==> src/ncpu_pkg.sv <==
package ncpu_pkg;

   // Register address width, 32 architectural registers
   localparam int NCPU_AW = 5;

   // Width of the one-hot opcode bus into the ALU
   localparam int NCPU_ALU_IOPW = 9;

   // Bit positions on the one-hot opcode bus
   localparam int NCPU_ALU_ADD = 0;
   localparam int NCPU_ALU_SUB = 1;
   localparam int NCPU_ALU_AND = 2;
   localparam int NCPU_ALU_OR  = 3;
   localparam int NCPU_ALU_XOR = 4;
   localparam int NCPU_ALU_LSL = 5;
   localparam int NCPU_ALU_LSR = 6;
   localparam int NCPU_ALU_ASR = 7;
   localparam int NCPU_ALU_MHI = 8;

   // Opcode field of the instruction word
   localparam int NCPU_OPC_W = 6;

   // Operation codes in bits 3:0, same order as the bus
   localparam logic [NCPU_OPC_W-1:0] OPC_ADD = 6'd0;
   localparam logic [NCPU_OPC_W-1:0] OPC_SUB = 6'd1;
   localparam logic [NCPU_OPC_W-1:0] OPC_AND = 6'd2;
   localparam logic [NCPU_OPC_W-1:0] OPC_OR  = 6'd3;
   localparam logic [NCPU_OPC_W-1:0] OPC_XOR = 6'd4;
   localparam logic [NCPU_OPC_W-1:0] OPC_LSL = 6'd5;
   localparam logic [NCPU_OPC_W-1:0] OPC_LSR = 6'd6;
   localparam logic [NCPU_OPC_W-1:0] OPC_ASR = 6'd7;
   localparam logic [NCPU_OPC_W-1:0] OPC_MHI = 6'd8;

   // Immediate-form flag, OR'ed onto any code above
   localparam logic [NCPU_OPC_W-1:0] OPC_IMM = 6'b10_0000;

   // Register form, two sources
   typedef struct packed {
      logic [NCPU_OPC_W-1:0] opc;
      logic [NCPU_AW-1:0]    rd;
      logic [NCPU_AW-1:0]    rs1;
      logic [NCPU_AW-1:0]    rs2;
      logic [10:0]           rsvd;
   } ncpu_rform_t;

   // Immediate form, rs2 slot and reserved bits become imm16
   typedef struct packed {
      logic [NCPU_OPC_W-1:0] opc;
      logic [NCPU_AW-1:0]    rd;
      logic [NCPU_AW-1:0]    rs1;
      logic [15:0]           imm;
   } ncpu_iform_t;

   // One 32-bit word, decoded either way
   // opc, rd and rs1 sit in the same bits in both views
   typedef union packed {
      ncpu_rform_t r_form;
      ncpu_iform_t i_form;
   } ncpu_insn_t;

endpackage
==> src/ex_unit.sv <==
`timescale 1ns/1ps

module ex_unit
#(
   parameter CONFIG_DW = 32,
   parameter CONFIG_ENABLE_ASR = 1
)
(
   input                                  clk,
   input                                  arst_n,
   input                                  issue_valid,
   input ncpu_pkg::ncpu_insn_t            issue_insn,
   output logic                           wb_valid,
   output logic [ncpu_pkg::NCPU_AW-1:0]   wb_rd,
   output logic [CONFIG_DW-1:0]           wb_data,
   output logic                           wb_ovf,
   output logic                           wb_illegal
);
   import ncpu_pkg::*;

   // Issue cycle
   logic [NCPU_ALU_IOPW-1:0]  id_opc_bus;
   logic                      id_imm_sel;
   logic [CONFIG_DW-1:0]      rf_rdata1;
   logic [CONFIG_DW-1:0]      rf_rdata2;
   // EX stage
   logic [NCPU_ALU_IOPW-1:0]  ex_alu_opc_bus;
   logic                      ex_valid;
   logic [NCPU_AW-1:0]        ex_rd;
   logic                      ex_wen;
   logic [CONFIG_DW-1:0]      ex_operand1;
   logic [CONFIG_DW-1:0]      ex_operand2;
   logic [CONFIG_DW-1:0]      add_sum;
   logic                      add_ovf;
   logic [CONFIG_DW-1:0]      alu_result;
   // WB stage
   logic                      wb_wen;

   ex_ctrl #(
      .CONFIG_ENABLE_ASR   (CONFIG_ENABLE_ASR)
   ) u_ctrl (
      .clk                 (clk),
      .arst_n              (arst_n),
      .issue_valid         (issue_valid),
      .issue_insn          (issue_insn),
      .id_opc_bus          (id_opc_bus),
      .id_imm_sel          (id_imm_sel),
      .ex_alu_opc_bus      (ex_alu_opc_bus),
      .ex_valid            (ex_valid),
      .ex_rd               (ex_rd),
      .ex_wen              (ex_wen),
      .wb_valid            (wb_valid),
      .wb_rd               (wb_rd),
      .wb_wen              (wb_wen),
      .wb_illegal          (wb_illegal)
   );

   ex_opnd #(
      .CONFIG_DW           (CONFIG_DW)
   ) u_opnd (
      .clk                 (clk),
      .arst_n              (arst_n),
      .issue_insn          (issue_insn),
      .id_imm_sel          (id_imm_sel),
      .id_opc_bus          (id_opc_bus),
      .rf_rdata1           (rf_rdata1),
      .rf_rdata2           (rf_rdata2),
      .ex_wen              (ex_wen),
      .ex_rd               (ex_rd),
      .alu_result          (alu_result),
      .wb_wen              (wb_wen),
      .wb_rd               (wb_rd),
      .wb_data             (wb_data),
      .ex_operand1         (ex_operand1),
      .ex_operand2         (ex_operand2)
   );

   ex_add #(
      .CONFIG_DW           (CONFIG_DW)
   ) u_add (
      .ex_alu_opc_bus      (ex_alu_opc_bus),
      .ex_operand1         (ex_operand1),
      .ex_operand2         (ex_operand2),
      .add_sum             (add_sum),
      .add_ovf             (add_ovf)
   );

   ex_alu #(
      .CONFIG_DW           (CONFIG_DW),
      .CONFIG_ENABLE_ASR   (CONFIG_ENABLE_ASR)
   ) u_alu (
      .ex_alu_opc_bus      (ex_alu_opc_bus),
      .ex_operand1         (ex_operand1),
      .ex_operand2         (ex_operand2),
      .add_sum             (add_sum),
      .alu_result          (alu_result)
   );

   // Read addresses straight from the issued word
   ex_regfile #(
      .CONFIG_DW           (CONFIG_DW)
   ) u_regfile (
      .clk                 (clk),
      .arst_n              (arst_n),
      .rs1_addr            (issue_insn.r_form.rs1),
      .rs2_addr            (issue_insn.r_form.rs2),
      .alu_result          (alu_result),
      .add_ovf             (add_ovf),
      .wb_wen              (wb_wen),
      .wb_rd               (wb_rd),
      .rf_rdata1           (rf_rdata1),
      .rf_rdata2           (rf_rdata2),
      .wb_data             (wb_data),
      .wb_ovf              (wb_ovf)
   );

   // Empty EX slot feeds a zero result and no overflow into WB
   a_ex_idle_zero: assert property (
      @(posedge clk) disable iff (!arst_n)
      !ex_valid |-> (alu_result == '0 && !add_ovf))
      else $error("Idle EX stage produced a result");

   // Illegal result is all zero and never written back
   a_illegal_wb: assert property (
      @(posedge clk) disable iff (!arst_n)
      wb_illegal |-> (wb_valid && !wb_wen && wb_data == '0 && !wb_ovf))
      else $error("Illegal instruction produced a result");

endmodule

==> src/ex_regfile.sv <==
`timescale 1ns/1ps

module ex_regfile
#(
   parameter CONFIG_DW = 32
)
(
   input                                  clk,
   input                                  arst_n,
   input [ncpu_pkg::NCPU_AW-1:0]          rs1_addr,
   input [ncpu_pkg::NCPU_AW-1:0]          rs2_addr,
   // End of EX
   input [CONFIG_DW-1:0]                  alu_result,
   input                                  add_ovf,
   // WB write port
   input                                  wb_wen,
   input [ncpu_pkg::NCPU_AW-1:0]          wb_rd,
   output logic [CONFIG_DW-1:0]           rf_rdata1,
   output logic [CONFIG_DW-1:0]           rf_rdata2,
   output logic [CONFIG_DW-1:0]           wb_data,
   output logic                           wb_ovf
);
   import ncpu_pkg::*;

   localparam int NREGS = 1 << NCPU_AW;

   logic [CONFIG_DW-1:0]   rf_mem [NREGS];
   // Per-entry written flag, so all registers read zero after reset
   logic [NREGS-1:0]       rf_vld;

   // WB result registers, loaded every cycle
   always_ff @(posedge clk)
   begin
      wb_data <= alu_result;
      wb_ovf  <= add_ovf;
   end

   // Array write one edge after capture
   always_ff @(posedge clk)
   begin
      if (wb_wen)
         rf_mem[wb_rd] <= wb_data;
   end

   always_ff @(posedge clk or negedge arst_n)
   begin
      if (!arst_n)
         rf_vld <= '0;
      else if (wb_wen)
         rf_vld[wb_rd] <= 1'b1;
   end

   // Asynchronous reads; r0 is never flagged, so it reads 0
   assign rf_rdata1 = rf_vld[rs1_addr] ? rf_mem[rs1_addr] : '0;
   assign rf_rdata2 = rf_vld[rs2_addr] ? rf_mem[rs2_addr] : '0;

   // Decode must never let r0 through
   a_no_r0_write: assert property (
      @(posedge clk) disable iff (!arst_n)
      wb_wen |-> (wb_rd != '0))
      else $error("Write to register 0");

endmodule

==> src/ex_alu.sv <==
`timescale 1ns/1ps

module ex_alu
#(
   parameter CONFIG_DW = 32,
   parameter CONFIG_ENABLE_ASR = 0
)
(
   input [ncpu_pkg::NCPU_ALU_IOPW-1:0]    ex_alu_opc_bus,
   input [CONFIG_DW-1:0]                  ex_operand1,
   input [CONFIG_DW-1:0]                  ex_operand2,
   // Sum or difference from ex_add
   input [CONFIG_DW-1:0]                  add_sum,
   output logic [CONFIG_DW-1:0]           alu_result
);
   import ncpu_pkg::*;

   logic [CONFIG_DW-1:0]   dat_and;
   logic [CONFIG_DW-1:0]   dat_or;
   logic [CONFIG_DW-1:0]   dat_xor;
   logic [CONFIG_DW-1:0]   dat_shifter;
   logic [CONFIG_DW-1:0]   dat_move;
   logic [CONFIG_DW-1:0]   shift_lsw;
   logic [CONFIG_DW-1:0]   shift_right;
   logic                   sel_adder;
   logic                   sel_shifter;
   logic                   is_lsl;

   // Mirror a word end to end
   function automatic logic [CONFIG_DW-1:0] reverse_bits(input logic [CONFIG_DW-1:0] a);
      logic [CONFIG_DW-1:0] r;
      for (int i = 0; i < CONFIG_DW; i++)
      begin
         r[CONFIG_DW-1-i] = a[i];
      end
      return r;
   endfunction

   assign sel_adder = ex_alu_opc_bus[NCPU_ALU_ADD] | ex_alu_opc_bus[NCPU_ALU_SUB];

   // Bitwise ops
   assign dat_and = ex_operand1 & ex_operand2;
   assign dat_or  = ex_operand1 | ex_operand2;
   assign dat_xor = ex_operand1 ^ ex_operand2;

   // One right shifter serves all three shifts
   // LSL reverses the word on the way in and on the way out
   assign is_lsl = ex_alu_opc_bus[NCPU_ALU_LSL];
   assign shift_lsw = is_lsl ? reverse_bits(ex_operand1) : ex_operand1;

   generate
      if (CONFIG_ENABLE_ASR != 0)
      begin : gen_asr
         logic [CONFIG_DW-1:0]   shift_msw;
         logic [2*CONFIG_DW-1:0] shift_wide;
         // Upper half holds sign copies for ASR, zeros otherwise
         assign shift_msw = ex_alu_opc_bus[NCPU_ALU_ASR] ? {CONFIG_DW{ex_operand1[CONFIG_DW-1]}}
                                                         : '0;
         assign shift_wide = {shift_msw, shift_lsw} >> ex_operand2[4:0];
         assign shift_right = shift_wide[CONFIG_DW-1:0];
      end
      else
      begin : gen_no_asr
         assign shift_right = shift_lsw >> ex_operand2[4:0];
      end
   endgenerate

   assign dat_shifter = is_lsl ? reverse_bits(shift_right) : shift_right;
   assign sel_shifter = is_lsl | ex_alu_opc_bus[NCPU_ALU_LSR] | ex_alu_opc_bus[NCPU_ALU_ASR];

   // MHI, low 17 bits moved up by 15
   assign dat_move = CONFIG_DW'({ex_operand2[16:0], 15'b0});

   // AND-OR mux, an empty bus gives 0
   assign alu_result = ({CONFIG_DW{sel_adder}} & add_sum) |
                       ({CONFIG_DW{ex_alu_opc_bus[NCPU_ALU_AND]}} & dat_and) |
                       ({CONFIG_DW{ex_alu_opc_bus[NCPU_ALU_OR]}} & dat_or) |
                       ({CONFIG_DW{ex_alu_opc_bus[NCPU_ALU_XOR]}} & dat_xor) |
                       ({CONFIG_DW{sel_shifter}} & dat_shifter) |
                       ({CONFIG_DW{ex_alu_opc_bus[NCPU_ALU_MHI]}} & dat_move);

endmodule

==> src/ex_add.sv <==
`timescale 1ns/1ps

module ex_add
#(
   parameter CONFIG_DW = 32
)
(
   input [ncpu_pkg::NCPU_ALU_IOPW-1:0]    ex_alu_opc_bus,
   input [CONFIG_DW-1:0]                  ex_operand1,
   input [CONFIG_DW-1:0]                  ex_operand2,
   output logic [CONFIG_DW-1:0]           add_sum,
   output logic                           add_ovf
);
   import ncpu_pkg::*;

   logic                   sel_add;
   logic                   sel_sub;
   logic [CONFIG_DW-1:0]   op2_mux;
   logic                   same_sign;

   assign sel_add = ex_alu_opc_bus[NCPU_ALU_ADD];
   assign sel_sub = ex_alu_opc_bus[NCPU_ALU_SUB];

   // a - b as a + ~b + 1
   assign op2_mux = sel_sub ? ~ex_operand2 : ex_operand2;
   assign add_sum = ex_operand1 + op2_mux + {{(CONFIG_DW-1){1'b0}}, sel_sub};

   // Overflow only if both addends share a sign and the sum flips it
   assign same_sign = (ex_operand1[CONFIG_DW-1] == op2_mux[CONFIG_DW-1]);
   assign add_ovf = (sel_add | sel_sub) & same_sign &
                    (add_sum[CONFIG_DW-1] != ex_operand1[CONFIG_DW-1]);

endmodule

==> src/ex_opnd.sv <==
`timescale 1ns/1ps

module ex_opnd
#(
   parameter CONFIG_DW = 32
)
(
   input                                  clk,
   input                                  arst_n,
   input ncpu_pkg::ncpu_insn_t            issue_insn,
   input                                  id_imm_sel,
   input [ncpu_pkg::NCPU_ALU_IOPW-1:0]    id_opc_bus,
   // Register file read ports
   input [CONFIG_DW-1:0]                  rf_rdata1,
   input [CONFIG_DW-1:0]                  rf_rdata2,
   // Bypass from EX
   input                                  ex_wen,
   input [ncpu_pkg::NCPU_AW-1:0]          ex_rd,
   input [CONFIG_DW-1:0]                  alu_result,
   // Bypass from WB
   input                                  wb_wen,
   input [ncpu_pkg::NCPU_AW-1:0]          wb_rd,
   input [CONFIG_DW-1:0]                  wb_data,
   output logic [CONFIG_DW-1:0]           ex_operand1,
   output logic [CONFIG_DW-1:0]           ex_operand2
);
   import ncpu_pkg::*;

   logic [NCPU_AW-1:0]     rs1;
   logic [NCPU_AW-1:0]     rs2;
   logic [15:0]            imm;
   logic [CONFIG_DW-1:0]   src1;
   logic [CONFIG_DW-1:0]   src2;
   logic [CONFIG_DW-1:0]   imm_ext;

   assign rs1 = issue_insn.r_form.rs1;
   assign rs2 = issue_insn.r_form.rs2;
   assign imm = issue_insn.i_form.imm;

   // Youngest producer wins: EX, then WB, then the file
   // wen is never set for r0, so r0 stays zero here
   always_comb
   begin
      if (ex_wen && (ex_rd == rs1))
         src1 = alu_result;
      else if (wb_wen && (wb_rd == rs1))
         src1 = wb_data;
      else
         src1 = rf_rdata1;
   end

   always_comb
   begin
      if (ex_wen && (ex_rd == rs2))
         src2 = alu_result;
      else if (wb_wen && (wb_rd == rs2))
         src2 = wb_data;
      else
         src2 = rf_rdata2;
   end

   // MHI wants the raw 16 bits, everything else is signed
   assign imm_ext = id_opc_bus[NCPU_ALU_MHI] ? {{(CONFIG_DW-16){1'b0}}, imm}
                                             : {{(CONFIG_DW-16){imm[15]}}, imm};

   // EX operand registers
   always_ff @(posedge clk or negedge arst_n)
   begin
      if (!arst_n)
      begin
         ex_operand1 <= '0;
         ex_operand2 <= '0;
      end
      else
      begin
         ex_operand1 <= src1;
         ex_operand2 <= id_imm_sel ? imm_ext : src2;
      end
   end

endmodule

==> src/ex_ctrl.sv <==
`timescale 1ns/1ps

module ex_ctrl
#(
   parameter CONFIG_ENABLE_ASR = 0
)
(
   input                                       clk,
   input                                       arst_n,
   input                                       issue_valid,
   input ncpu_pkg::ncpu_insn_t                 issue_insn,
   // Issue cycle, to the operand stage
   output logic [ncpu_pkg::NCPU_ALU_IOPW-1:0]  id_opc_bus,
   output logic                                id_imm_sel,
   // EX stage
   output logic [ncpu_pkg::NCPU_ALU_IOPW-1:0]  ex_alu_opc_bus,
   output logic                                ex_valid,
   output logic [ncpu_pkg::NCPU_AW-1:0]        ex_rd,
   output logic                                ex_wen,
   // WB stage
   output logic                                wb_valid,
   output logic [ncpu_pkg::NCPU_AW-1:0]        wb_rd,
   output logic                                wb_wen,
   output logic                                wb_illegal
);
   import ncpu_pkg::*;

   logic [3:0]          opc_code;
   logic [NCPU_AW-1:0]  issue_rd;
   logic                id_illegal;
   logic                id_wen;
   logic                ex_illegal;

   // Operation code only, bit 5 picks the form
   assign opc_code = issue_insn.r_form.opc[3:0];
   assign issue_rd = issue_insn.r_form.rd;
   assign id_imm_sel = |(issue_insn.r_form.opc & OPC_IMM);

   // Opcode to one-hot bus
   always_comb
   begin
      id_opc_bus = '0;
      case (opc_code)
         OPC_ADD[3:0]: id_opc_bus[NCPU_ALU_ADD] = 1'b1;
         OPC_SUB[3:0]: id_opc_bus[NCPU_ALU_SUB] = 1'b1;
         OPC_AND[3:0]: id_opc_bus[NCPU_ALU_AND] = 1'b1;
         OPC_OR[3:0]:  id_opc_bus[NCPU_ALU_OR]  = 1'b1;
         OPC_XOR[3:0]: id_opc_bus[NCPU_ALU_XOR] = 1'b1;
         OPC_LSL[3:0]: id_opc_bus[NCPU_ALU_LSL] = 1'b1;
         OPC_LSR[3:0]: id_opc_bus[NCPU_ALU_LSR] = 1'b1;
         // Left empty when the ASR path is not built
         OPC_ASR[3:0]: id_opc_bus[NCPU_ALU_ASR] = (CONFIG_ENABLE_ASR != 0);
         OPC_MHI[3:0]: id_opc_bus[NCPU_ALU_MHI] = 1'b1;
         default:      id_opc_bus = '0;
      endcase
   end

   // Empty bus means nothing decoded
   assign id_illegal = ~|id_opc_bus;

   // r0 is never written
   assign id_wen = ~id_illegal & (issue_rd != '0);

   // EX and WB stage control
   always_ff @(posedge clk or negedge arst_n)
   begin
      if (!arst_n)
      begin
         ex_valid       <= 1'b0;
         ex_alu_opc_bus <= '0;
         ex_rd          <= '0;
         ex_wen         <= 1'b0;
         ex_illegal     <= 1'b0;
         wb_valid       <= 1'b0;
         wb_rd          <= '0;
         wb_wen         <= 1'b0;
         wb_illegal     <= 1'b0;
      end
      else
      begin
         ex_valid       <= issue_valid;
         // Idle cycles give a zero bus, so the ALU output is 0
         ex_alu_opc_bus <= issue_valid ? id_opc_bus : '0;
         ex_rd          <= issue_rd;
         ex_wen         <= issue_valid & id_wen;
         ex_illegal     <= issue_valid & id_illegal;
         wb_valid       <= ex_valid;
         wb_rd          <= ex_rd;
         wb_wen         <= ex_wen;
         wb_illegal     <= ex_illegal;
      end
   end

   // Adder, logic, shifter and move never overlap in the mux
   a_ex_bus_onehot: assert property (
      @(posedge clk) disable iff (!arst_n)
      $onehot0(ex_alu_opc_bus))
      else $error("EX opcode bus has more than one bit set");

endmodule

==> config.mk <==
export PLATFORM = sky130hd
export DESIGN_NAME = ex_unit
export DESIGN_NICKNAME = d
export VERILOG_FILES = /design/src/ncpu_pkg.sv /design/src/ex_unit.sv /design/src/ex_regfile.sv /design/src/ex_alu.sv /design/src/ex_add.sv /design/src/ex_opnd.sv /design/src/ex_ctrl.sv
export SDC_FILE = /design/constraint.sdc
export NUM_CORES = 2
export LEC_CHECK = 0
export BUFFER_PORTS_ARGS = -buffer_cell sky130_fd_sc_hd__buf_2
export CAP_MARGIN = 20
export CORE_MARGIN = 1.5
export CORE_UTILIZATION = 50
export DETAILED_ROUTE_END_ITERATION = 10
export PLACE_DENSITY = 0.66
export SYNTH_ARGS = -nofsm -noshare
export SYNTH_HDL_FRONTEND = slang
export SYNTH_SLANG_ARGS = --single-unit
==> constraint.sdc <==
create_clock -name clk -period 8.4 [get_ports clk]
set_input_delay 2.52 -clock clk [delete_from_list [all_inputs] [get_ports clk]]
set_output_delay 2.52 -clock clk [all_outputs]
set_load 0.05 [all_outputs]
Yosys cells after proc, flatten, opt, wreduce, memory -nomap -nowiden. Memory sizes are Yosys's and may differ from the RTL's. Index checks and enable logic that the tools add are counted.

Input port bits: 35. Word-level logic and storage cells: 99. Memory bits (writable): 1024. Memories kept: 1. Register bits after elaboration: 154.

Eq/ne operators: 14. Reduce and logical (&&, ||, !) cells: 9. Add/sub/neg operators: 2. Magnitude comparators: 4. Shifts and indexed selects: 1. Muxes and demuxes: 30. Bitwise operators: 24.

Memories: u_regfile.rf_mem (depth 32, bits a word 32, read ports 2, clocked after memory_dff 0, write ports 1, line ex_regfile.sv:27) `logic [CONFIG_DW-1:0] rf_mem [NREGS];`.

Operators with widths (number): 32-bit two-way mux (12); 32-bit bitwise AND (7); 32-bit OR (7); 64-bit by 5-bit >> shifter with 32-bit output (1); 32-bit by 1-bit adder with 32-bit output (1); 32-bit adder (1); 32-bit inverter (1); 32-bit bitwise XOR (1); 5-bit equality test (4); 5-bit by 6-bit less-than comparator with 1-bit output (second input constant) (3); 4-bit by 3-bit equality test with 1-bit output (second input constant) (4); 1-bit two-way mux (14); 1-bit binary-select mux with 5-bit select (2); 9-bit two-way mux (1); 9-bit OR reduction (1); 4-bit by 2-bit equality test with 1-bit output (second input constant) (2); 1-bit bitwise AND (5); 1-bit demux with 5-bit select (1); 5-bit by 1-bit greater-or-equal comparator with 1-bit output (second input constant) (1); 1-bit logical AND (5); 5-bit nonzero test (1); 4-bit by 1-bit equality test with 1-bit output (second input constant) (1); 4-bit equality test (second input constant) (1); 4-bit zero test (1); other kinds (4) (6).

Logic depth before layout (Yosys ltp).
Depth after elaboration: 12. Depth in mapped cells: 13. Mapped depth without buffers: 11.

Modules after synthesis. Synthesis repeated with hierarchy kept, for this count alone.

Cell total of the unflattened synthesis: 4426. Area, all modules: 62439.9 sq um.

Modules (own cells, without submodules): ex_regfile (cells each 3009, instances 1, sequential area each 32210.9 sq um, area an instance 50612.3 sq um); ex_alu (cells each 714, instances 1, sequential area each 0.0 sq um, area an instance 5380.2 sq um); ex_opnd (cells each 371, instances 1, sequential area each 1601.5 sq um, area an instance 3659.8 sq um); ex_add (cells each 270, instances 1, sequential area each 0.0 sq um, area an instance 1961.9 sq um); ex_ctrl (cells each 62, instances 1, sequential area each 625.6 sq um, area an instance 825.8 sq um).

Worst setup path after synthesis. Ideal clock, no wire load.

Path type: in2reg. From: in issue_insn[11] (netlist name). To: reg u_opnd.ex_operand2[17]. Setup time: 120 ps. Setup slack: 3308 ps. Required time: 8280 ps. Arrival time: 4972 ps. Stages: 9. Cell sequence: buf_2 buf_2 clkbuf_1 buf_2 mux4_2 mux4_2 mux2i_1 o21ai_0 a31o_2.

Longest elaborated chain between the ends: 6. Elaborated cells on any way between the ends: 11. Classes of those cells: eq/ne (2); mux (6); reduce/logical (2); memory (1).

RTL lines: start: declaration (line ex_unit.sv:12) `input ncpu_pkg::ncpu_insn_t issue_insn,`; 1-bit binary-select mux with 5-bit select (line ex_regfile.sv:55) `assign rf_rdata2 = rf_vld[rs2_addr] ? rf_mem[rs2_addr] : '0;`; 1-bit two-way mux (not written as such) (line ex_regfile.sv:55); 32-bit two-way mux (line ex_regfile.sv:55); 32-bit two-way mux (line ex_opnd.sv:56) `else if (wb_wen && (wb_rd == rs2))`; 32-bit two-way mux * (line ex_opnd.sv:54) `if (ex_wen && (ex_rd == rs2))`; 32-bit two-way mux * (line ex_opnd.sv:77) `ex_operand2 <= id_imm_sel ? imm_ext : src2;`; end signal: assignment (line ex_opnd.sv:77); end: declaration (line ex_opnd.sv:25) `output logic [CONFIG_DW-1:0] ex_operand2`.

Every way passes the cells marked *; elsewhere a longest branch is shown, timed or not. The select of a mux whose other input is x is not followed. A chain may end at the register's enable or synchronous reset.

Worst setup path in the final report.
From: in issue_insn[11] (netlist name). To: reg u_opnd.ex_operand2[31].

Same word-level chain as after synthesis.

==> metrics.txt <==
power per cell area 215 mW/mm²; cell leakage power 22.8 nW; CP Cell Sequence buf_8 -> buf_4 -> mux4_2 -> mux4_2 -> mux2i_1 -> o21ai_0 -> a21oi_1 -> a31oi_1; Final Instance Area 0.0669 mm²; Final nets 3669; total iterations of the first detailed-routing run 6; Post-synth EDFFs 1024; gp weighted congestion 0.985; slowest CP cell mux4_2; post-synth top area share 51.2%; Mapped Area 0.0601 mm²; worst endpoint required time 8870 ps; Max Clk Rate 186 MHz; CP max stage delay 560 ps; Max Root-Sink Buffers 3; Final Hold Fails 0; Yosys warnings 0; Synth Area per Inst 17.3 µm²; final core occ 55.9%; die outline height 350 µm; vias in the first global route 37600; H-tree depth 3; Core Area 0.119 mm²; worst r2r dst u_opnd.ex_operand2[31]$_DFF_PN0_; final wirelength 192000 µm; Worst Reg-to-Reg Cells 11; Final Setup Violations 0; DR vias/cell 6.99; DP Wirelength 118000 µm; CTS root buf clkbuf_16; Remaining DRCs 0; worst skew pair latency 760 ps; Pins Over Slew Limit 0; Max Cap Viol 0; hold depth 0; Syn Nets 3609; total track usage 31.8%; Ports 75; Cells after Synth 3475; Tightest Pin Transition 1160 ps; Async SR Flop Fraction 10.3%; Synth Register Bits 1178; DR WL/cell 36.5 µm; area post-placement 0.0628 mm²; # Post-CTS Setup Buffers 0; clock sink count 1178; CP endpoint kind flop; Slew HR 22.4%; count leader, synth edfxtp_1; initial antenna violation count 5; global-route wire length before repair 274000 µm; Congestion Overflow GR 0; Final Critical Period 5380 ps; DIE WIDTH 350 µm; hold_sp u_ctrl.ex_illegal$_DFF_PN0_; Synth cell types 72; Setup Skew 67.2 ps; post-synth top area cell edfxtp_1; cts-stage hold buffer count 0; Startpoint Class primary input; Area Growth Syn to Fin 11.2%; Synth top cells by count edfxtp_1, mux4_2, nor2_1, clkbuf_1, nand2_1; CP Max Fanout 51; Filler Cells Inserted 9178; Worst-path clk slew 70 ps; DRT antenna net count 0; kind of critical path in -> reg; CTS Buf Count 118; synth top area cells edfxtp_1, mux4_2, dfrtp_1, ha_1, mux2i_1; CTS tree yes; RSZ-0062 raised after global routing false; Initial DRC Count 5066; Starting Density 50.3%; Post-CTS Resized 0; Max VDD drop 187 µV; reg2reg start u_ctrl.ex_alu_opc_bus[1]$_DFF_PN0_; largest net degree at the start of global routing 97; reg-to-reg slack, setup 3580 ps; I/O Buffers 73; data arrival time of the critical path 5840 ps; area of the die 0.122 mm²; WHS Endpoint u_ctrl.wb_illegal$_DFF_PN0_; sequential share of the synthesized area 57.3%; outcome finished clean; ratio of final minimum period to clock period 64.0%; layout cells sized above 1 32.9%; Vias 36700; Final TNS setup 0 ps; Hold Crit Class reg -> reg; top_reg_cell synth edfxtp_1; row count 127; Crit path top cell by count mux4_2
## per-layer routing
layer	share of wire, %	vias to the layer above	track usage, %
met3	9.5	455	6.08
met2	48	2262	51.0
li1	-	14600	-
met4	5.0	2	14.2
met5	0.0068	-	0
met1	37	19400	42.7
## layout by cell type, fill, tap and decap left out, types with 11 or more instances in the layout
cell type,synthesis,final
edfxtp_1,1024,1024
mux4_2,702,702
nand2_1,150,150
a21oi_1,127,127
nor2_1,157,124
clkbuf_16,0,120
o21ai_0,118,118
dfrtp_1,121,118
buf_4,1,109
mux2i_1,102,102
ha_1,98,98
inv_1,79,79
buf_2,60,62
xor2_1,61,61
or2_2,40,40
o211ai_1,36,36
dfxtp_1,33,33
nor2_4,0,32
clkinv_2,0,30
mux2_2,29,29
a22oi_1,26,26
a31oi_1,23,23
a211oi_1,23,23
nand3_1,22,22
clkinv_1,1,22
clkbuf_1,156,22
nor3_1,21,21
o21a_1,18,18
a221oi_1,15,15
a21o_1,12,12
o22ai_1,12,12
xnor2_1,12,12
buf_12,0,12
bufinv_16,0,11
## power breakdown
part / internal, W / leakage, nW / switching [W] / total [W]
Clock: 0.00303 / 1.93 / 0.00230 / 0.00533
Combinational: 0.000885 / 9.57 / 0.00139 / 0.00228
Sequential: 0.00658 / 11.3 / 0.000209 / 0.00679
Total: 0.0105 / 22.8 / 0.00390 / 0.0144
## critical path, delay by kind of cell
kind / cells / cell delay (ps)
AOI/OAI and AO/OA: 3 / 630
muxes: 3 / 1640
buffers and inverters: 2 / 900
## flip-flops by register name, summed over array words and instances (netlist names), 5 cells and up
register               cells
u_regfile.wb_data         32
u_opnd.ex_operand2        32
u_regfile.rf_mem        1024
u_ctrl.wb_rd               5
u_regfile.rf_vld          32
u_ctrl.ex_alu_opc_bus      9
u_ctrl.ex_rd               5
u_opnd.ex_operand1        32
## layout make-up
cell class              instances  area [µm²]  area share [%]
multi-input cells            1958       24500            36.7
diodes                          1        2.50         0.00374
clock buffers                 151        3200            4.78
flip-flops and latches       1178       34400            51.5
well taps                    1612        2020            3.02
clock inverters                73         724            1.08
repair buffers                196        1620            2.43
inverters                      83         312           0.466
## kinds of logic after synthesis
kind of cell,synth area share [%]
buffers and inverters,2.31
flip-flops,57.3
AND/OR/NAND/NOR,3.50
XOR/XNOR,1.06
multiplexers,28.5
adder cells (fa/ha/maj),2.07
AO/OA/AOI/OAI,5.20
## how the worst max path moves through the flow
stage,start,to,slack (ps),cells after the start
after floorplan,issue_insn[11],u_opnd.ex_operand2[17]$_DFF_PN0_,3310,9
after detailed placement,issue_insn[16],u_opnd.ex_operand1[10]$_DFF_PN0_,2290,9
final,issue_insn[11],u_opnd.ex_operand2[31]$_DFF_PN0_,3020,8
after global placement,issue_insn[16],u_opnd.ex_operand1[10]$_DFF_PN0_,2300,9
after global routing,issue_insn[16],u_opnd.ex_operand1[10]$_DFF_PN0_,2900,9
after CTS,issue_insn[16],u_opnd.ex_operand1[10]$_DFF_PN0_,3090,9
## per-stage QoR
| step | power, W | hold WS (ps) | setup slack (ps) | cells |
|---|---|---|---|---|
| after global routing | 0.0148 | 374 | 2900 | 5251 |
| after floorplan | 0.00831 | 331 | 3310 | 3475 |
| after detailed placement | 0.00914 | 344 | 2290 | 5020 |
| after global placement | 0.00909 | 335 | 2300 | 5020 |
| final | 0.0144 | 350 | 3020 | 5252 |
| after CTS | 0.0144 | 356 | 3090 | 5244 |
No activity file was read; power rests on OpenSTA's default activity.
